===== config.mk =====
export PLATFORM = sky130hd
export DESIGN_NAME = cache_array
export DESIGN_NICKNAME = d
export VERILOG_FILES = /design/src/source/cache_array.sv
export SDC_FILE = /design/constraint.sdc
export NUM_CORES = 1
export LEC_CHECK = 0
export ABC_CLOCK_PERIOD_IN_PS = 6400
export BUFFER_PORTS_ARGS = -buffer_cell sky130_fd_sc_hd__buf_2
export CORE_ASPECT_RATIO = 0.7
export CORE_MARGIN = 1
export CORE_UTILIZATION = 35
export DETAILED_ROUTE_END_ITERATION = 6
export GPL_TIMING_DRIVEN = 0
export SKIP_LAST_GASP = 1
export SLEW_MARGIN = 0
export SYNTH_ARGS = -nofsm -noshare
export SYNTH_HDL_FRONTEND = slang
export SYNTH_SLANG_ARGS = --single-unit

===== constraint.sdc =====
create_clock -name clk -period 6.4 [get_ports clk]
set_input_delay 1.92 -clock clk [delete_from_list [all_inputs] [get_ports clk]]
set_output_delay 1.92 -clock clk [all_outputs]
set_load 0.005 [all_outputs]

===== src/source/cache_array.sv =====
`default_nettype none

module cache_array #(
    parameter type elem_t = logic [31:0],
    parameter int  depth  = 16
) (
    input  logic                     clk,
    input  logic                     we,
    input  logic [$clog2(depth)-1:0] waddr,
    input  elem_t                    wdata,
    input  logic [$clog2(depth)-1:0] raddr,
    output elem_t                    rdata
);

    elem_t mem [depth];

    // whole-element write at the edge
    always_ff @(posedge clk) begin
        if (we) begin
            mem[waddr] <= wdata;
        end
    end

    // read path is combinational
    assign rdata = mem[raddr];

endmodule

`default_nettype wire


==> flow_summary_export.csv <==
group,metric,value,unit
run_status,status,"complete, no violations",
cts,clk_path_buf_depth,3,
worst_setup_path,cp_cell_sequence,"clkbuf_1 -> buf_2 -> mux4_2 -> a22oi_1 -> nand2_1 -> buf_2",
layout,largest_register_ffs,512,
worst_setup_path,crit_type,"in2out",
sta,rsz0062_at_grt,"no",
global_route,grt_use_total,16.02,%
drt,drtAntennaViolNets,0,
floorplanning,die-area,55850,µm²
layout,top_regs,"mem (512)",
cts,ctsHoldBuffers,0,
layout,fin_nets,994,
sta,period_minus_slack,5.877,ns
power,vdd_drop_max,164.0,µV
sta,relSlewSlack,33.92,%
place,gp_congestion,0.6982,
sta,tightestPinTransition,0.9912,ns
worst_setup_path,worstPathMaxFanout,10,
yosys,ys_ff_latch,512,
drt,viasPerCell,5.331,
floorplanning,ioPinCount,74,
yosys,ys_types,17,
job,drv_cap,0,
floorplanning,core.rowCount,71,
power,power_density,302.9,nW/µm²
layout,area_growth_syn_to_layout,17.02,%
yosys,ys.flop_type,"edfxtp_1",
cts,cts-resized-gates,0,
yosys,ys_top_cells_by_count,"512 x edfxtp_1, 128 x mux4_2, 64 x a22oi_1",
worst_setup_path,critPathArrivalTime,3.96,ns
drt,drt_first_iter_violations,1164,
worst_setup_path,crit_path_start_kind,"input pin",
place,pre_cts_slack,0.5464,ns
cts,numCtsBuffers,45,
yosys,ys_seq_area_share,80.02,%
hold_path,hold_class,"in2reg",
yosys,synth_top_cell_by_area,"edfxtp_1",
cts,cts.reportedPaths.clkPinSlew,0.06,ns
floorplanning,die_h,198.0,µm
place,post-dp-hpwl,28.59,mm
cts,cts_tree,"built",
cts,htreeDepth,2,
yosys,avgSynthCellArea,23.84,µm²
cts,cts_root_buf,"clkbuf_16",
yosys,synth_top_area_share,80.02,%
power,total_power,6.810,mW
drt,dr_total_vias,9164,
sta,drv_slew,0,
floorplanning,dieWidth,282.0,µm
sta,finalHoldViolations,0,
yosys,synth_cells,806,
yosys,syn_area,19210,µm²
hold_path,min-delay-start,"wdata[22]",
drt,routed_wl,43.74,mm
drt,firstDrtPassIters,6,
drt,wl_per_cell,25.44,µm
global_route,grt_max_degree,22,
floorplanning,coreArea,53920,µm²
global_route,antenna_found_initial,3,
power,p_leak,7.048,nW
yosys,yosysWarnings,0,
sta,timing.fmax,170.1,MHz
worst_setup_path,crit_path_start,"raddr[1]",
yosys,synth_most_common_cell,"edfxtp_1",
worst_setup_path,end_kind,"output port",
worst_setup_path,crit_required,4.48,ns
place,io_buffers,71,
global_route,grt_pass1_vias,9220,
worst_setup_path,max_stage_delay,0.59,ns
floorplanning,start_util,35.63,%
global_route,grt_first_pass_wirelength,63.85,mm
sta,setup_viol,0,
yosys,async_flop_share,0,%
yosys,ys_top_cells_by_area,"edfxtp_1 80%, mux4_2 15%, a22oi_1 2.5%",
layout,num-fill-cells,4672,
layout,regMostFlops,"mem",
place,place_inst,1635,
layout,finalNonFillerCells,1719,
drt,drc,0,
global_route,overflow,0,
sta,fin_ws,0.5227,ns
cts,clock-sinks,512,
yosys,synthesis.nets,848,
worst_setup_path,crit_top_cell,"buf_2",
yosys,synth-edff-count,512,
sta,period_share,91.83,%
layout,drive_gt1_share,32.39,%
cts,post-cts-setup-buffers,0,
worst_setup_path,critPathSlowestCell,"clkbuf_1",
-- metal layers --
metal | track usage, % | part of all wire, % | vias up
met4 | 3.543 | 1.7 | 0
met1 | 25.60 | 48 | 4966
li1 | - | - | 3776
met3 | 3.422 | 7.8 | 58
met2 | 22.10 | 43 | 364
met5 | 0 | 0 | -
-- worst max-delay path, delay by kind of cell --
kind | cells | cell delay (ns)
and+or+nand+nor | 1 | 0.18
buffers and inverters | 3 | 1.18
muxes | 1 | 0.35
AOI/OAI and AO/OA | 1 | 0.32
-- final cells by class --
type | count | area, µm² | area share (%)
Buffer | 43 | 222.7 | 0.9905
Clock inverter | 20 | 195.2 | 0.8681
Clock buffer | 60 | 1225 | 5.448
Antenna cell | 4 | 10.01 | 0.04452
Tap cell | 730 | 913.4 | 4.062
Timing Repair Buffer | 99 | 817.0 | 3.634
Multi-Input combinational cell | 251 | 3726 | 16.57
Sequential cell | 512 | 15370 | 68.38
-- cells by family (layout without fill, tap and decap cells) --
kind of cell	Yosys count	in the layout	share of synthesized area [%]
AOI/OAI and AO/OA	64	64	2.501
buffers and inverters	43	222	1.159
DFF	512	512	80.02
muxes	128	128	15.00
other	0	4	0
and+or+nand+nor	59	59	1.315
-- cell usage in the layout (no fill, tap or decap) --
| cell type | synthesis | routed |
|---|---|---|
| and2_1 | 1 | 1 |
| a22oi_1 | 64 | 64 |
| buf_2 | 4 | 75 |
| edfxtp_1 | 512 | 512 |
| or3b_2 | 1 | 1 |
| nor2_4 | 0 | 12 |
| bufinv_16 | 0 | 4 |
| clkinv_2 | 0 | 5 |
| nor2b_1 | 2 | 2 |
| inv_6 | 0 | 1 |
| nor2_1 | 13 | 1 |
| buf_4 | 11 | 12 |
| diode_2 | 0 | 4 |
| clkbuf_1 | 17 | 30 |
| clkinvlp_4 | 0 | 1 |
| nand2b_1 | 2 | 2 |
| nand3b_1 | 2 | 2 |
| buf_1 | 9 | 9 |
| buf_12 | 0 | 6 |
| clkinv_1 | 0 | 9 |
| buf_6 | 2 | 17 |
| mux4_2 | 128 | 128 |
| nand3_1 | 1 | 1 |
| nor3_2 | 0 | 4 |
| clkbuf_16 | 0 | 47 |
| buf_16 | 0 | 6 |
| nand2_1 | 33 | 33 |
-- path summary, 6_finish.rpt --
check	cells past startpoint	slack, ns	endpoint
max	6	0.52	rdata[17]
min	1	1.74	mem[7][22]
-- report_power, final --
part           total, mW  switching, mW  internal [mW]  leakage (nW)
logic              0.372          0.221          0.151          1.73
clock network       2.67           1.16           1.50         0.689
registers           3.77         0.0136           3.76          4.63
-- per-stage QoR --
| step | area (µm²) | utilization [%] | TNS [ns] | hold WS (ns) |
|---|---|---|---|---|
| after global routing | 22480 | 41.68 | 0 | 1.724 |
| after detailed placement | 21050 | 39.04 | 0 | 2.307 |
| after floorplan | 19210 | - | 0 | 2.019 |
| after CTS | 22470 | 41.68 | 0 | 1.708 |
| final | 22480 | 41.70 | 0 | 1.738 |
| after global placement | 20480 | 37.98 | -186.12 | 2.293 |
Note: power is estimated with default switching activity, not from simulation.
