--- config.mk ---
export PLATFORM = sky130hd
export DESIGN_NAME = access_datapath
export DESIGN_NICKNAME = d
export VERILOG_FILES = /design/src/source/dcache_pkg.sv /design/src/source/access_datapath.sv
export VERILOG_INCLUDE_DIRS = /design/src /design/src/source
export SDC_FILE = /design/constraint.sdc
export NUM_CORES = 1
export LEC_CHECK = 0
export BUFFER_PORTS_ARGS = -buffer_cell sky130_fd_sc_hd__buf_2
export CORE_AREA = 2 2 152 154
export DETAILED_ROUTE_END_ITERATION = 10
export DIE_AREA = 0 0 154 156
export PLACE_DENSITY = 0.5
export SLEW_MARGIN = 20
export SYNTH_ARGS = -nofsm -noshare
export SYNTH_HDL_FRONTEND = slang
export SYNTH_SLANG_ARGS = --single-unit
--- constraint.sdc ---
create_clock -name clk -period 1.1 [get_ports clk]
set_input_delay 0.165 -clock clk [delete_from_list [all_inputs] [get_ports clk]]
set_output_delay 0.165 -clock clk [all_outputs]
set_load 0.1 [all_outputs]
--- src/source/dcache_macros.svh ---
`ifndef DCACHE_MACROS_SVH
`define DCACHE_MACROS_SVH

// cache geometry
`define DC_WAYS        2
`define DC_SETS        128
`define DC_LINE_WORDS  16
`define DC_ADDR_BITS   32

// a burst always moves one whole line
`define DC_BURST_LEN   `DC_LINE_WORDS

// bytes in one data word
`define DC_WORD_BYTES  4

// derived field widths
`define DC_ALIGN_BITS  $clog2(`DC_WORD_BYTES)
`define DC_OFFSET_BITS $clog2(`DC_LINE_WORDS)
`define DC_INDEX_BITS  $clog2(`DC_SETS)
`define DC_WAY_BITS    $clog2(`DC_WAYS)
`define DC_TAG_BITS    (`DC_ADDR_BITS - `DC_INDEX_BITS - `DC_OFFSET_BITS - `DC_ALIGN_BITS)

`endif
--- src/source/dcache_pkg.sv ---
`default_nettype none

`include "dcache_macros.svh"

package dcache_pkg;

    typedef logic [8*`DC_WORD_BYTES-1:0] word_t;
    typedef logic [`DC_WORD_BYTES-1:0]   strobe_t;
    typedef logic [`DC_TAG_BITS-1:0]     tag_t;
    typedef logic [`DC_INDEX_BITS-1:0]   index_t;
    typedef logic [`DC_OFFSET_BITS-1:0]  offset_t;
    typedef logic [`DC_WAY_BITS-1:0]     way_t;

    // byte address as the cache splits it
    typedef struct packed {
        tag_t                      tag;
        index_t                    index;
        offset_t                   offset;
        logic [`DC_ALIGN_BITS-1:0] align;
    } addr_t;

    // word slot in the data array
    typedef struct packed {
        way_t    way;
        index_t  index;
        offset_t offset;
    } data_addr_t;

    // one tag per way for each set
    typedef tag_t [`DC_WAYS-1:0] tag_pair_t;

    typedef struct packed {
        logic    valid;
        addr_t   addr;
        strobe_t strobe;
        word_t   data;
    } dbus_req_t;

    typedef struct packed {
        logic  addr_ok;
        logic  data_ok;
        word_t data;
    } dbus_resp_t;

    typedef struct packed {
        logic  valid;
        logic  is_write;
        addr_t addr;
        word_t data;
    } cbus_req_t;

    typedef struct packed {
        logic  ready;
        logic  last;
        word_t data;
    } cbus_resp_t;

    typedef enum logic [1:0] {
        MODE_IDLE,
        MODE_WRITEBACK,
        MODE_FETCH
    } mode_t;

    typedef struct packed {
        mode_t   mode;
        way_t    way;
        offset_t beat;
        logic    fill;
    } ctrl_t;

endpackage

`default_nettype wire

--- src/source/access_datapath.sv ---
`default_nettype none

`include "dcache_macros.svh"

module access_datapath (
    input  logic                   clk,
    input  logic                   resetn,
    input  dcache_pkg::dbus_req_t  dreq,
    input  dcache_pkg::ctrl_t      ctrl,
    input  logic                   store_hit,
    input  dcache_pkg::way_t       hit_way,
    input  dcache_pkg::tag_t       victim_tag,
    input  dcache_pkg::word_t      cresp_data,
    output logic                   tag_we,
    output dcache_pkg::tag_pair_t  tag_wdata,
    input  dcache_pkg::tag_pair_t  tags,
    output logic                   data_we,
    output dcache_pkg::data_addr_t data_waddr,
    output dcache_pkg::word_t      data_wdata,
    output dcache_pkg::data_addr_t data_raddr,
    input  dcache_pkg::word_t      data_rdata,
    output dcache_pkg::word_t      resp_data,
    output dcache_pkg::addr_t      bus_addr,
    output dcache_pkg::word_t      bus_wdata
);
    import dcache_pkg::*;

    word_t      byte_mask;
    word_t      merged;
    data_addr_t hit_addr;
    data_addr_t line_addr;
    word_t      resp_q;

    // strobes widened to a bit mask
    always_comb begin
        for (int b = 0; b < `DC_WORD_BYTES; b++) begin
            byte_mask[8*b +: 8] = {8{dreq.strobe[b]}};
        end
    end

    // store bytes over the word already in the array
    assign merged = (dreq.data & byte_mask) | (data_rdata & ~byte_mask);

    assign hit_addr  = '{way: hit_way, index: dreq.addr.index, offset: dreq.addr.offset};
    assign line_addr = '{way: ctrl.way, index: dreq.addr.index, offset: ctrl.beat};

    // during a miss the array follows the burst beat
    assign data_raddr = (ctrl.mode == MODE_IDLE) ? hit_addr : line_addr;
    assign data_waddr = ctrl.fill ? line_addr : hit_addr;
    assign data_wdata = ctrl.fill ? cresp_data : merged;
    assign data_we    = store_hit || ctrl.fill;

    // new tag goes in with the last refill word
    assign tag_we = ctrl.fill && (ctrl.beat == offset_t'(`DC_BURST_LEN - 1));

    always_comb begin
        tag_wdata           = tags;
        tag_wdata[ctrl.way] = dreq.addr.tag;
    end

    // word address of the current beat
    always_comb begin
        bus_addr        = dreq.addr;
        bus_addr.offset = ctrl.beat;
        bus_addr.align  = '0;
        if (ctrl.mode == MODE_WRITEBACK) begin
            bus_addr.tag = victim_tag;
        end
    end

    assign bus_wdata = data_rdata;

    // load word for the data_ok cycle
    always_ff @(posedge clk) begin
        if (resetn) begin
            resp_q <= '0;
        end else begin
            resp_q <= data_rdata;
        end
    end

    assign resp_data = resp_q;

endmodule

`default_nettype wire

==> flow_metrics.tcl <==
set metrics [dict create \
    row_count 55 \
    power_density_nw_per_um2 1130 \
    cts.sinks 32 \
    areaGrowthSynthToFinish_pct 204 \
    cp.arrival_ps 1110 \
    wl_microns 17200 \
    syn_area_sq_um 2830 \
    finalMaxSlewViolations 0 \
    cts_made_buffers 5 \
    die-area_sq_um 24000 \
    placed_cell_area_sq_um 7670 \
    rsz0062_at_grt "yes" \
    cp-startpoint "ctrl[6]" \
    critical_path.max_fanout 13 \
    crit_end "bus_addr[16]" \
    p_sw_share_pct 50.8 \
    grt_max_degree 33 \
    first_global_vias 3866 \
    cpMostUsedCell "buf_12" \
    ys_ff_latch 32 \
    synth_fa_ha_area_share_pct 0 \
    cts_root_buf "clkbuf_16" \
    end_kind "output pin" \
    fillers 2100 \
    min_period_over_period_pct 116 \
    grt_use_total_pct 13.7 \
    crit_path_cell_trace "buf_8 > nor2b_4 > buf_12 > mux2_4 > buf_12" \
    synth_simple_gate_area_share_pct 12.6 \
    min_period_ps 1270 \
    syn_avg_cell_area_sq_um 8.98 \
    min_path_type "in -> reg" \
    antenna_found_initial 1 \
    final_util_pct 38.5 \
    grt_pass1_wl_microns 24700 \
    synthXorXnorAreaFrac_pct 0 \
    synth_top_area_share_pct 22.6 \
    cp_slowest_cell "mux2_4" \
    cts_tree "built" \
    postSynthCellCount 315 \
    status "finished with violations" \
    die_x_microns 154 \
    hold_viol_final 0 \
    cts_hold_buf 0 \
    drc 0 \
    vias 3576 \
    maxCapViolCount 0 \
    port_buffers 360 \
    die_y_microns 156 \
    leakage_nw 3.95 \
    clockBufferDepth 2 \
    critPathKind "in -> out" \
    dr.pass1.iters 4 \
    ir_drop_mv 0.643 \
    wl_per_cell_microns 18.5 \
    synth_area_leader_cell "dfxtp_1" \
    synth_top_family_by_area "multiplexers" \
    start_kind "input pin" \
    crit_required_ps 940 \
    p_clk_share_pct 14.4 \
    finalSetupViolations 60 \
    vias_per_cell 3.87 \
    gp_congestion 0.785 \
    worst-path-stages 5 \
    antenna_left 0 \
    fin_nets 841 \
    core-area_sq_um 22400 \
    synth-compound-area-share_pct 5.84 \
    seqPwrFrac_pct 13.1 \
    synthMuxAreaShare_pct 38.9 \
    setup-tns-final_ps -3730 \
    final_cell_area_sq_um 8600 \
    largest_reg_flops 32 \
    h-tree-depth 2 \
    intPower_w 0.00479 \
    crit_buf_inv 3 \
    yosys_warnings 0 \
    worst_slack_ps -175 \
    num_antenna_cells 0 \
    start_util_pct 12.6 \
    drive_gt1_share_pct 83.4 \
    violations "setup timing" \
    p_sw_w 0.00494 \
    synth_cell_types 18 \
    pre_cts_ws_ps -263 \
    yosysSeqAreaShare_pct 22.6 \
    fmax_mhz 784 \
    power_frac_comb_pct 72.5 \
    clk_pin_slew_ps 50 \
    grt_remaining_overflow 0 \
    synth.top_cells.by_area "dfxtp_1 (23%), mux2_2 (22%), buf_4 (16%)" \
    drtIter0Drc 59 \
    crit_family "buffers and inverters" \
    critical-path-max-stage-delay_ps 330 \
    dp_hpwl_microns 14100 \
    pin_count 394 \
]
==> cell families after synthesis <==
group	Yosys count
AO/OA/AOI/OAI	33
buffers and inverters	81
flip-flops	32
multiplexers	98
other	1
AND/OR/NAND/NOR	70
==> per-layer routing <==
layer,global-route usage (%),vias to the layer above,share of wire (%)
li1,-,1656,-
met1,14.9,1672,36
met2,25.9,238,53
met3,4.42,8,10
met4,2.67,2,0.79
met5,0,-,0.070
==> cell usage after synthesis <==
cell type / instances
nand3_1: 1
buf_4: 59
mux2_2: 56
nor2_1: 2
buf_6: 1
nand2_1: 33
nor2b_1: 32
o21ai_0: 33
inv_1: 1
or2_2: 1
nor2b_4: 1
mux2i_1: 32
clkbuf_1: 9
conb_1: 1
buf_12: 1
dfxtp_1: 32
mux2_4: 10
buf_2: 10
==> cells in the final DEF, fill, tap and decap left out <==
cell       count
o21ai_4       33
nand2_8        1
clkbuf_8       1
nor2_4         2
conb_1         2
nand2_1       32
nand3_1        1
mux2i_2       13
dfxtp_1       32
clkbuf_16      6
buf_12       180
inv_1          1
buf_6          5
clkinv_2       2
buf_16         8
buf_2        183
nor2b_1       32
mux2_4        63
mux2i_4       13
buf_4         13
buf_8          6
mux2_2         3
mux2i_1        6
or2_4          1
nor2b_4        1
==> layout make-up <==
cell class	instances	area, sq um	area share, %
Multi-Input combinational cell	203	2450	28.4
Timing Repair Buffer	396	5010	58.2
Clock inverter	2	10.0	0.116
Sequential cell	32	641	7.45
Inverter	1	3.75	0.0436
Clock buffer	6	139	1.61
Tap cell	285	357	4.14
==> how the worst min path moves through the flow <==
stage                    from                        to  depth (start not counted)
2_1_floorplan          resetn  resp_data[31]$_SDFF_PP0_                          1
3_3_place_gp         dreq[48]              bus_addr[12]                          0
3_5_place_dp         dreq[48]              bus_addr[12]                          0
4_1_cts        data_rdata[26]  resp_data[26]$_SDFF_PP0_                          2
5_1_grt        data_rdata[27]  resp_data[27]$_SDFF_PP0_                          2
6_report       data_rdata[26]  resp_data[26]$_SDFF_PP0_                          2
==> per-stage QoR <==
step	instances	power (W)	hold WS, ps
6_report	925	0.00973	180
5_1_grt	925	0.0101	187
4_1_cts	924	0.00982	158
3_5_place_dp	910	0.00796	331
3_3_place_gp	910	0.00794	331
2_1_floorplan	316	0.00582	237
==> power groups by stage <==
stage / combinational (W) / sequential (W) / clock [W]
finish: 0.00706 / 0.00127 / 0.00140
global route: 0.00724 / 0.00128 / 0.00154
CTS: 0.00706 / 0.00127 / 0.00148
detailed placement: 0.00666 / 0.00130 / 0
global placement: 0.00665 / 0.00130 / 0
floorplan: 0.00411 / 0.00172 / 0
==> repair_timing <==
action | CTS | global route
resized for setup | 134 | 12
cloned | 6 | 1
pin swaps | 8 | 6
endpoints found under the setup margin | 101 | 82
buffers inserted | 1 | 1
(Power assumes the default switching activity.)
