==> src/source/dcache_macros.svh <==
`ifndef DCACHE_MACROS_SVH
`define DCACHE_MACROS_SVH

// cache geometry
`define DC_WAYS        2
`define DC_SETS        128
`define DC_LINE_WORDS  16
`define DC_ADDR_BITS   32

// a burst always moves one whole line
`define DC_BURST_LEN   `DC_LINE_WORDS

// bytes in one data word
`define DC_WORD_BYTES  4

// derived field widths
`define DC_ALIGN_BITS  $clog2(`DC_WORD_BYTES)
`define DC_OFFSET_BITS $clog2(`DC_LINE_WORDS)
`define DC_INDEX_BITS  $clog2(`DC_SETS)
`define DC_WAY_BITS    $clog2(`DC_WAYS)
`define DC_TAG_BITS    (`DC_ADDR_BITS - `DC_INDEX_BITS - `DC_OFFSET_BITS - `DC_ALIGN_BITS)

`endif
==> src/source/dcache_pkg.sv <==
`default_nettype none

`include "dcache_macros.svh"

package dcache_pkg;

    typedef logic [8*`DC_WORD_BYTES-1:0] word_t;
    typedef logic [`DC_WORD_BYTES-1:0]   strobe_t;
    typedef logic [`DC_TAG_BITS-1:0]     tag_t;
    typedef logic [`DC_INDEX_BITS-1:0]   index_t;
    typedef logic [`DC_OFFSET_BITS-1:0]  offset_t;
    typedef logic [`DC_WAY_BITS-1:0]     way_t;

    // byte address as the cache splits it
    typedef struct packed {
        tag_t                      tag;
        index_t                    index;
        offset_t                   offset;
        logic [`DC_ALIGN_BITS-1:0] align;
    } addr_t;

    // word slot in the data array
    typedef struct packed {
        way_t    way;
        index_t  index;
        offset_t offset;
    } data_addr_t;

    // one tag per way for each set
    typedef tag_t [`DC_WAYS-1:0] tag_pair_t;

    typedef struct packed {
        logic    valid;
        addr_t   addr;
        strobe_t strobe;
        word_t   data;
    } dbus_req_t;

    typedef struct packed {
        logic  addr_ok;
        logic  data_ok;
        word_t data;
    } dbus_resp_t;

    typedef struct packed {
        logic  valid;
        logic  is_write;
        addr_t addr;
        word_t data;
    } cbus_req_t;

    typedef struct packed {
        logic  ready;
        logic  last;
        word_t data;
    } cbus_resp_t;

    typedef enum logic [1:0] {
        MODE_IDLE,
        MODE_WRITEBACK,
        MODE_FETCH
    } mode_t;

    typedef struct packed {
        mode_t   mode;
        way_t    way;
        offset_t beat;
        logic    fill;
    } ctrl_t;

endpackage

`default_nettype wire

==> src/source/dcache_control.sv <==
`default_nettype none

module dcache_control (
    input  logic              clk,
    input  logic              resetn,
    input  logic              req_valid,
    input  logic              req_is_store,
    input  logic              hit,
    input  dcache_pkg::way_t  victim_way,
    input  logic              victim_dirty,
    input  logic              cresp_ready,
    input  logic              cresp_last,
    output dcache_pkg::ctrl_t ctrl,
    output logic              addr_ok,
    output logic              data_ok,
    output logic              bus_valid,
    output logic              bus_write,
    output logic              store_hit
);
    import dcache_pkg::*;

    mode_t   mode_q;
    way_t    way_q;
    offset_t beat_q;
    logic    data_ok_q;

    always_ff @(posedge clk) begin
        if (resetn) begin
            mode_q    <= MODE_IDLE;
            way_q     <= '0;
            beat_q    <= '0;
            data_ok_q <= 1'b0;
        end else begin
            data_ok_q <= addr_ok;
            case (mode_q)
                MODE_IDLE: begin
                    // on a miss hold the victim way for the whole refill
                    if (req_valid && !hit) begin
                        way_q  <= victim_way;
                        beat_q <= '0;
                        if (victim_dirty) begin
                            mode_q <= MODE_WRITEBACK;
                        end else begin
                            mode_q <= MODE_FETCH;
                        end
                    end
                end
                MODE_WRITEBACK: begin
                    if (cresp_ready) begin
                        if (cresp_last) begin
                            beat_q <= '0;
                            mode_q <= MODE_FETCH;
                        end else begin
                            beat_q <= beat_q + 1'b1;
                        end
                    end
                end
                MODE_FETCH: begin
                    if (cresp_ready) begin
                        if (cresp_last) begin
                            beat_q <= '0;
                            mode_q <= MODE_IDLE;
                        end else begin
                            beat_q <= beat_q + 1'b1;
                        end
                    end
                end
                default: begin
                    mode_q <= MODE_IDLE;
                end
            endcase
        end
    end

    // accept only hits and only while no miss is in flight
    assign addr_ok   = (mode_q == MODE_IDLE) && req_valid && hit;
    assign store_hit = addr_ok && req_is_store;
    assign data_ok   = data_ok_q;

    // valid stays up for the whole burst
    assign bus_valid = (mode_q != MODE_IDLE);
    assign bus_write = (mode_q == MODE_WRITEBACK);

    always_comb begin
        ctrl.mode = mode_q;
        ctrl.way  = way_q;
        ctrl.beat = beat_q;
        // a refill word lands only on a ready beat
        ctrl.fill = (mode_q == MODE_FETCH) && cresp_ready;
    end

endmodule

`default_nettype wire

==> config.mk <==
export PLATFORM = sky130hd
export DESIGN_NAME = dcache_control
export DESIGN_NICKNAME = d
export VERILOG_FILES = /design/src/source/dcache_pkg.sv /design/src/source/dcache_control.sv
export VERILOG_INCLUDE_DIRS = /design/src /design/src/source
export SDC_FILE = /design/constraint.sdc
export NUM_CORES = 1
export LEC_CHECK = 0
export BUFFER_PORTS_ARGS = -buffer_cell sky130_fd_sc_hd__buf_2
export CAP_MARGIN = 10
export CORE_AREA = 10 10 47 49
export DETAILED_ROUTE_END_ITERATION = 7
export DIE_AREA = 0 0 57 59
export PLACE_DENSITY = 0.73
export SLEW_MARGIN = 30
export SYNTH_ARGS = -nofsm -noshare
export SYNTH_HDL_FRONTEND = slang
export SYNTH_SLANG_ARGS = --single-unit
==> constraint.sdc <==
create_clock -name clk -period 1.5 [get_ports clk]
set_clock_uncertainty 0.05 [all_clocks]
set_input_delay 0.15 -clock clk [delete_from_list [all_inputs] [get_ports clk]]
set_output_delay 0.15 -clock clk [all_outputs]
set_load 0.02 [all_outputs]
==> flow_summary.json, run 1 <==
{
  "period_needed_ns": 1.52,
  "fin_util_pct": 53.2,
  "grt_max_degree": 9,
  "area_growth_pct": 51.7,
  "vias_per_cell": 4.97,
  "fin_crit_sh_pct": 101,
  "die_h_um": 59,
  "die_w_um": 57,
  "worstHoldStart": "victim_way",
  "syn_inst": 56,
  "routed_wl_mm": 1.35,
  "num_rows": 14,
  "cp_slowest_cell": "dfxtp_4",
  "required_ns": 1.65,
  "layout-drive-gt1-share_pct": 52.9,
  "rsz0062_at_grt": "yes",
  "firstDrtPassIters": 4,
  "num_vias": 502,
  "hold_path_class": "input port to flop",
  "die-area_mm2": 0.00336,
  "crit_path_start_kind": "flop",
  "fin_ws_ns": -0.0177,
  "ys_async_sr_fraction_pct": 0,
  "drv_slew": 0,
  "antenna_found_initial": 0,
  "critical_path_arrival_ns": 1.67,
  "fmax_mhz": 659,
  "drcViolationCount": 0,
  "cts_root_buf": "clkbuf_4",
  "yosysWarnings": 0,
  "p_leak_nw": 0.354,
  "drv_cap": 0,
  "path_cells": "inv_4 > ha_4 > nand2b_1 > a211o_1 > mux2_2 > nor2_1",
  "ir_drop_mv": 0.918,
  "port_buffers": 21,
  "htree_levels": 1,
  "critPathCaptureType": "flop",
  "synth_edf_count": 0,
  "grt_use_total_pct": 8.20,
  "ys.flop_type": "dfxtp_1",
  "synth_top_area_share_pct": 32.6,
  "synth_top_cell_by_area": "dfxtp_1",
  "crit_path_max_fanout": 3,
  "clock_tree.buffer_depth": 2,
  "nets": 100,
  "clkLatencyLatePin_ns": 0.26,
  "synth_area_leaders": "dfxtp_1, ha_1, inv_1",
  "grt_overflow": 0,
  "grt_pass1_wl_mm": 2.21,
  "syn_avg_cell_area_um2": 8.78,
  "reg2reg_from": "mode_q[1]",
  "power_density_mw_per_mm2": 1570,
  "place_congestion": 0.795,
  "cts_tree": "built",
  "cp_top_family": "flip-flops",
  "holdWs_ns": 0.0735,
  "drt_iter0_markers": 5,
  "violations": "negative setup slack",
  "run_status": "finished with violations",
  "ios": 22,
  "cts_hold_buf": 0,
  "path_buf_inv": 1,
  "slew_headroom_pct": 85.1,
  "worst_pin_slew_ns": 0.217,
  "clk_pin_slew_worst_paths_ns": 0.06,
  "slowest_delay_ns": 0.36,
  "hpwl_mm": 1.03,
  "cts_buffers": 3,
  "path_class": "flop to flop",
  "yosysSeqAreaShare_pct": 32.6,
  "cp-startpoint": "mode_q[1]",
  "core_area_mm2": 0.00140,
  "ys_top_cells_by_count": "dfxtp_1, inv_1, ha_1, a21oi_1, nor2_1",
  "grt_pass1_vias": 518,
  "finalHoldViolCount": 0,
  "setup_violations": 2,
  "syn_area_um2": 492,
  "yosysMostFrequentCell": "dfxtp_1",
  "ant_nets": 0,
  "routedWlPerCell_um": 13.3,
  "yosysUniqueCellTypes": 24,
  "syn_nets": 70,
  "cts_num_sinks": 8,
  "antennaDiodeCount": 0,
  "ys_ff_latch": 8,
  "start_util_pct": 35.1
}
-- cell families after synthesis --
kind of cell             synth area share (%)
AO/OA/AOI/OAI                            15.5
adder cells (fa/ha/maj)                  12.7
buffers and inverters                    6.87
flip-flops                               32.6
multiplexers                             6.36
AND/OR/NAND/NOR                          26.0
-- report_power, final --
part	leakage, nW	internal, W	switching (W)
clock network	0.0150	0.000103	0.0000860
registers	0.0664	0.000251	0.0000253
logic	0.273	0.000339	0.000369
-- cell usage in the layout (no fill, tap or decap), types with 3 or more instances in the layout --
cell type,n
buf_2,19
nor2_1,4
buf_4,6
nand2_1,3
nand3_1,3
inv_1,4
nand2b_1,3
a21oi_1,3
clkbuf_4,3
dfxtp_1,6
-- path summary, 6_finish.rpt --
check	cells after the start	to	slack, ns
max	6	beat_q[0]	-0.02
min	3	way_q	0.07
max reg2reg	6	beat_q[0]	-0.02
min reg2reg	2	way_q	0.44
-- registers in the layout (all words and copies together), names as in the netlist --
register	cells
mode_q	2
data_ok	1
beat_q	4
way_q	1
-- stage by stage --
stage	setup TNS, ns	cells	setup slack, ns	cell area (µm²)	total power (W)
floorplan	0	56	0.0304	512	0.000689
global placement	0	91	0.0296	626	0.000821
detailed placement	0	91	0.00148	626	0.000830
CTS	-0.0226	98	-0.0134	703	0.00111
global route	-0.387	101	-0.120	746	0.00128
finish	-0.0326	101	-0.0177	746	0.00117
-- worst reg2reg max path: stages (launching register included) --
cell      delay [ns]
dfxtp_4         0.36
inv_4           0.05
ha_4            0.27
nand2b_1        0.06
a211o_1         0.32
mux2_2          0.27
nor2_1          0.07
-- area by class of cell --
| cell class | count | area (µm²) |
|---|---|---|
| multi-input combinational | 40 | 342 |
| tap | 16 | 20.0 |
| timing repair buffer | 27 | 163 |
| sequential | 8 | 168 |
| fill | 145 | 656 |
| inverter | 6 | 27.5 |
| clock buffer | 4 | 26.3 |
-- routing by layer --
| metal | global-route usage, % | share of wire [%] |
|---|---|---|
| met1 | 7.08 | 36 |
| met2 | 14.4 | 51 |
| met3 | 6.01 | 12 |
| met4 | 3.02 | 0.74 |
| met5 | 0 | 0 |
-- what timing repair did --
| action | CTS | global route |
|---|---|---|
| setup buffers | 3 | 3 |
| pin swaps | 1 | 5 |
| setup endpoints to repair | 4 | 7 |
| endpoints found under the hold margin | 0 | 0 |
| resized for setup | 7 | 6 |
Note: power is estimated with default switching activity, not from simulation.
==> run 2: changes to the inputs <==
ABC_AREA = 1   (was not set)
CORE_AREA = not set   (was 10 10 47 49)
CORE_MARGIN = 10   (was not set)
CORE_UTILIZATION = 39   (was not set)
DIE_AREA = not set   (was 0 0 57 59)
PLACE_DENSITY = 0.75   (was 0.73)
SETUP_SLACK_MARGIN = 0.2   (was not set)
==> run 2 against run 1 <==
Against the previous run: the run now ends clean; count of clock-buffer cells in the layout unchanged; via count increased by 11%; wire length increased by 11%; sequential cell count unchanged; non-clock buffer count decreased by 3; maximum frequency increased by 11%; synthesized cell count increased by 27%; clock power increased by 2%; sequential share of layout area decreased by 2.4 points; global-route usage increased by 1.0 points; cell count increased by 12%; critical path type is now flop to output port; largest cell class unchanged; largest power group unchanged.
==> flow_summary.json, run 2 <==
{
  "drcViolationCount": 0,
  "vias_per_cell": 4.92,
  "finalHoldViolCount": 0,
  "htree_levels": 1,
  "ys.flop_type": "dfxtp_1",
  "num_rows": 13,
  "routed_wl_mm": 1.49,
  "tns_ns": 0,
  "cts_buffers": 3,
  "crit_path_max_fanout": 4,
  "area_growth_pct": 61.3,
  "grt_use_total_pct": 9.24,
  "grt_pass1_wl_mm": 2.49,
  "clkLatencyLatePin_ns": 0.27,
  "routed-wl-met2_um": 712,
  "clock_tree.buffer_depth": 2,
  "syn_inst": 71,
  "final_common_cell": "buf_2",
  "cp-startpoint": "mode_q[0]",
  "crit_path_start_kind": "flop",
  "synth_top_cell_by_area": "dfxtp_1",
  "antenna_found_initial": 0,
  "cts_num_sinks": 8,
  "reg.largest.list": "beat_q (4), mode_q (2)",
  "fmax_mhz": 731,
  "seqCellArea_um2": 168,
  "fin_total_pwr_w": 0.00145,
  "port_buffers": 21,
  "place_area_um2": 658,
  "fin_util_pct": 65.7,
  "holdWs_ns": 0.0644,
  "core_area_mm2": 0.00127,
  "nets": 113,
  "path_class": "flop to output port",
  "slew_headroom_pct": 87.7,
  "firstDrtPassIters": 4,
  "drv_cap": 0,
  "critPathCaptureType": "output port",
  "top_register": "beat_q",
  "fin_crit_sh_pct": 91.1,
  "met3_length_um": 73,
  "die_h_um": 56.4,
  "critical_path_arrival_ns": 1.17,
  "top_layer": "met4",
  "n_fill_cell": 86,
  "power_density_mw_per_mm2": 1750,
  "cts_root_buf": "clkbuf_4",
  "wl_met1_um": 670,
  "p_leak_nw": 0.396,
  "hpwl_mm": 1.13,
  "start_util_pct": 40.7,
  "reg2reg_slack_ns": 0.19,
  "largest_register_ffs": 4,
  "routedWlPerCell_um": 13.2,
  "syn_nets": 85,
  "worst_pin_slew_ns": 0.185,
  "die_w_um": 56.4,
  "cts_hold_buf": 0,
  "syn_area_um2": 517,
  "grt_pass1_vias": 595,
  "yosysWarnings": 0,
  "setup_violations": 0,
  "hold_path_class": "input port to flop",
  "place_congestion": 0.790,
  "drv_slew": 0,
  "die-area_mm2": 0.00318,
  "grt_max_degree": 7,
  "layout_common_cells": "buf_2, inv_1, nand2_1",
  "clk_pin_slew_worst_paths_ns": 0.07,
  "grt_overflow": 0,
  "cts_tree": "built",
  "ys_async_sr_fraction_pct": 0,
  "design_area_um2": 833,
  "synth_area_leaders": "dfxtp_1, ha_1, inv_1",
  "reg2reg_from": "mode_q[0]",
  "ys_top_cells_by_count": "inv_1, nand2_1, dfxtp_1, nor2_1, a21oi_1",
  "period_needed_ns": 1.37,
  "ant_nets": 0,
  "ys_ff_latch": 8,
  "run_status": "completed",
  "num_vias": 556,
  "synth_top_area_share_pct": 31.0,
  "yosysUniqueCellTypes": 19,
  "ir_drop_mv": 1.06,
  "drt_iter0_markers": 10,
  "syn_avg_cell_area_um2": 7.28,
  "ios": 22,
  "yosysMostFrequentCell": "inv_1",
  "required_ns": 1.30,
  "multi_input_area_um2": 415,
  "rsz0062_at_grt": "yes",
  "layout-drive-gt1-share_pct": 58.2,
  "synth_edf_count": 0,
  "yosysSeqAreaShare_pct": 31.0,
  "worstHoldStart": "resetn",
  "antennaDiodeCount": 0
}
## run 2: changes by cell type after synthesis, sizes merged, moves of 3 or more
cell	change
nand2b	-4
nand2	+13
inv	+7
and2	-3
nor2	+5
## run 2: logic make-up after synthesis
kind of cell | synth area share (%)
buffers and inverters | 10.9
AND/OR/NAND/NOR | 34.1
flip-flops | 31.0
AO/OA/AOI/OAI | 11.9
adder cells (fa/ha/maj) | 12.1
## run 2: through the flow
step,std cells,setup WS [ns]
final,113,0.133
after global routing,113,0.0566
after CTS,111,0.142
after detailed placement,106,0.145
after global placement,106,0.176
after floorplan,71,0.195
## run 2: layout make-up
cell class / count / area share (%)
tap: 15 / 2.25
sequential: 8 / 20.1
timing repair buffer: 24 / 17.6
clock buffer: 4 / 3.15
inverter: 13 / 7.06
multi-input combinational: 49 / 49.8
## run 2: layer usage
layer	vias up	global-route usage, %
li1	285	-
met1	246	10.0
met2	21	16.3
met3	4	2.25
met4	0	4.12
met5	-	0
## run 2: worst max-delay path, cell delays in order, from the launching register on
cell and delay (ns):
dfxtp_4 0.37, inv_4 0.05, ha_1 0.22, nand2_1 0.07, inv_1 0.04, buf_2 0.15
## run 2: path summary, 6_finish.rpt
| path | end | depth (start not counted) |
|---|---|---|
| worst min register to register | way_q | 2 |
| worst max register to register | beat_q[3] | 8 |
| worst max-delay path | ctrl[0] | 5 |
| worst min-delay path | mode_q[0] | 2 |
## run 2: power by group
part,switching [W],internal (W),total [W]
registers,0.0000394,0.000258,0.000297
clock network,0.0000908,0.000103,0.000193
logic,0.000573,0.000391,0.000964
## run 2: what timing repair did
action,in CTS,in global routing
setup buffers,1,2
setup endpoints to repair,9,10
pin swaps,4,5
resized for setup,18,16
==> run 3: changes to the inputs <==
ABC_AREA = not set   (was 1)
CORE_AREA = 10 10 47 49   (was not set)
CORE_MARGIN = not set   (was 10)
CORE_UTILIZATION = not set   (was 39)
DIE_AREA = 0 0 57 59   (was not set)
MAX_ROUTING_LAYER = met4   (was not set)
PLACE_DENSITY = 0.73   (was 0.75)
==> run 3 against run 2 <==
Against the previous run: the flow now finishes with violations (negative setup slack); utilization decreased by 5.8 points; critical path type is now flop to flop; sequential share of layout area shrank 0.15 points; worst setup slack worse by 0.18 ns; global-route usage up 0.089 points; non-clock buffer count is 5 higher; sequential cell count unchanged.
==> flow_summary.json, run 3 (synthesis results as in run 1) <==
{
  "top_register": "beat_q",
  "n_fill_cell": 131,
  "p_leak_nw": 0.392,
  "ios": 22,
  "multi_input_area_um2": 400,
  "die-area_mm2": 0.00336,
  "final_cells": 103,
  "fin_crit_sh_pct": 103,
  "path_buf_inv": 1,
  "drv_cap": 0,
  "cts_buffers": 3,
  "setup_violations": 2,
  "ant_nets": 0,
  "start_util_pct": 35.1,
  "p_comb_share_pct": 66.5,
  "largest_register_ffs": 4,
  "ir_drop_mv": 0.869,
  "critPathCaptureType": "flop",
  "cts_num_sinks": 8,
  "grt_overflow": 0,
  "drv_slew": 0,
  "routed_wl_mm": 1.60,
  "grt_max_degree": 9,
  "hold_path_class": "input port to flop",
  "worst_pin_slew_ns": 0.232,
  "violations": "negative setup slack",
  "num_vias": 511,
  "slew_headroom_pct": 84.1,
  "htree_levels": 1,
  "fin_ws_ns": -0.0429,
  "rsz0062_at_grt": "yes",
  "nets": 102,
  "crit_path_max_fanout": 5,
  "clk_pin_slew_worst_paths_ns": 0.06,
  "path_class": "flop to flop",
  "slowest_delay_ns": 0.36,
  "die_w_um": 57,
  "clkLatencyLatePin_ns": 0.26,
  "layout-drive-gt1-share_pct": 64.4,
  "holdWs_ns": 0.0725,
  "place_congestion": 0.781,
  "seqPwrFrac_pct": 19.9,
  "drt_iter0_markers": 2,
  "dp.cells": 91,
  "core_area_mm2": 0.00140,
  "intPower_w": 0.000823,
  "die_h_um": 59,
  "cts_tree": "built",
  "power_switching_w": 0.000554,
  "antenna_found_initial": 0,
  "period_needed_ns": 1.54,
  "cp_slowest_cell": "dfxtp_4",
  "layout_common_cells": "buf_2, dfxtp_1, buf_6, buf_4",
  "crit_path_start_kind": "flop",
  "power.share.clock_pct": 13.6,
  "critical_path_arrival_ns": 1.70,
  "port_buffers": 21,
  "reg.largest.list": "beat_q (4), mode_q (2)",
  "routedWlPerCell_um": 15.5,
  "seqCellArea_um2": 168,
  "firstDrtPassIters": 3,
  "fmax_mhz": 648,
  "final_common_cell": "buf_2",
  "power_density_mw_per_mm2": 1640,
  "grt_use_total_pct": 9.33,
  "cts_hold_buf": 0,
  "path_cells": "inv_4 > ha_4 > mux2i_1 > a21oi_2 > mux2_4 > nor2_2",
  "grt_pass1_wl_mm": 2.42,
  "antennaDiodeCount": 0,
  "cts_root_buf": "clkbuf_4",
  "switching_share_pct": 40.2,
  "num_rows": 14,
  "cp_top_family": "multiplexers",
  "clock_tree.buffer_depth": 2,
  "required_ns": 1.66,
  "area_growth_pct": 70.7,
  "grt_pass1_vias": 560,
  "drcViolationCount": 0,
  "run_status": "finished with violations",
  "vias_per_cell": 4.96,
  "finalHoldViolCount": 0
}
-- run 3: changes by cell type in the layout (fill, tap and decap cells not counted), sizes merged, moves of 2 or more --
| cell | change |
|---|---|
| a21oi | -2 |
| buf | +5 |
| nor2 | -5 |
| nand2 | -13 |
| mux2i | +2 |
| inv | -7 |
| o21ai | -2 |
| nand4 | -2 |
| a31o | +2 |
| nor3 | -2 |
| and2 | +3 |
| nand2b | +4 |
-- run 3: worst paths after layout --
kind / start / to / slack [ns] / depth (start not counted)
worst max-delay path: mode_q[1] / beat_q[0] / -0.04 / 6
worst min register to register: way_q / way_q / 0.44 / 2
worst max register to register: mode_q[1] / beat_q[0] / -0.04 / 6
worst min-delay path: victim_way / way_q / 0.07 / 3
-- run 3: worst register-to-register path, delay by kind of cell (launching register included) --
kind	cells	cell delay, ns
buffers and inverters	1	0.05
multiplexers	2	0.55
adder cells (fa/ha/maj)	1	0.29
AND/OR/NAND/NOR	1	0.10
flip-flops	1	0.36
AO/OA/AOI/OAI	1	0.10
-- run 3: power groups by stage --
stage | Clock (W) | Sequential, W | Combinational, W
after global routing | 0.000208 | 0.000279 | 0.000991
after global placement | 0 | 0.000287 | 0.000550
final | 0.000187 | 0.000274 | 0.000916
after floorplan | 0 | 0.000316 | 0.000388
after CTS | 0.000196 | 0.000275 | 0.000753
after detailed placement | 0 | 0.000288 | 0.000559
-- run 3: metrics by stage --
| stage | power, W | TNS [ns] | util, % | worst slack [ns] | cell area (µm²) |
|---|---|---|---|---|---|
| finish | 0.00138 | -0.0680 | 59.9 | -0.0429 | 840 |
| detailed placement | 0.000847 | 0 | 45.4 | 0.0257 | 636 |
| floorplan | 0.000704 | 0 | - | 0.0562 | 522 |
| global route | 0.00148 | -0.192 | 59.9 | -0.0710 | 840 |
| CTS | 0.00122 | 0 | 54.9 | 0.0144 | 769 |
| global placement | 0.000837 | 0 | 45.4 | 0.0312 | 636 |
-- run 3: what timing repair did --
| action | in CTS | in global routing |
|---|---|---|
| pin swaps | 3 | 6 |
| hold endpoints to repair | 0 | 0 |
| setup endpoints to repair | 10 | 11 |
| resized for setup | 17 | 12 |
| setup buffers | 5 | 3 |
-- run 3: cell type report --
type | instances | share of cell area [%]
Clock buffer | 4 | 3.13
Sequential cell | 8 | 20.0
Tap cell | 16 | 2.38
Timing Repair Buffer | 29 | 23.5
Multi-Input combinational cell | 40 | 47.7
Inverter | 6 | 3.28
-- run 3: per-layer routing --
layer	GRT usage (%)	share of wire, %
met2	16.1	57
met4	4.03	1.1
met1	8.53	35
met3	4.72	6.8
met5	-	0
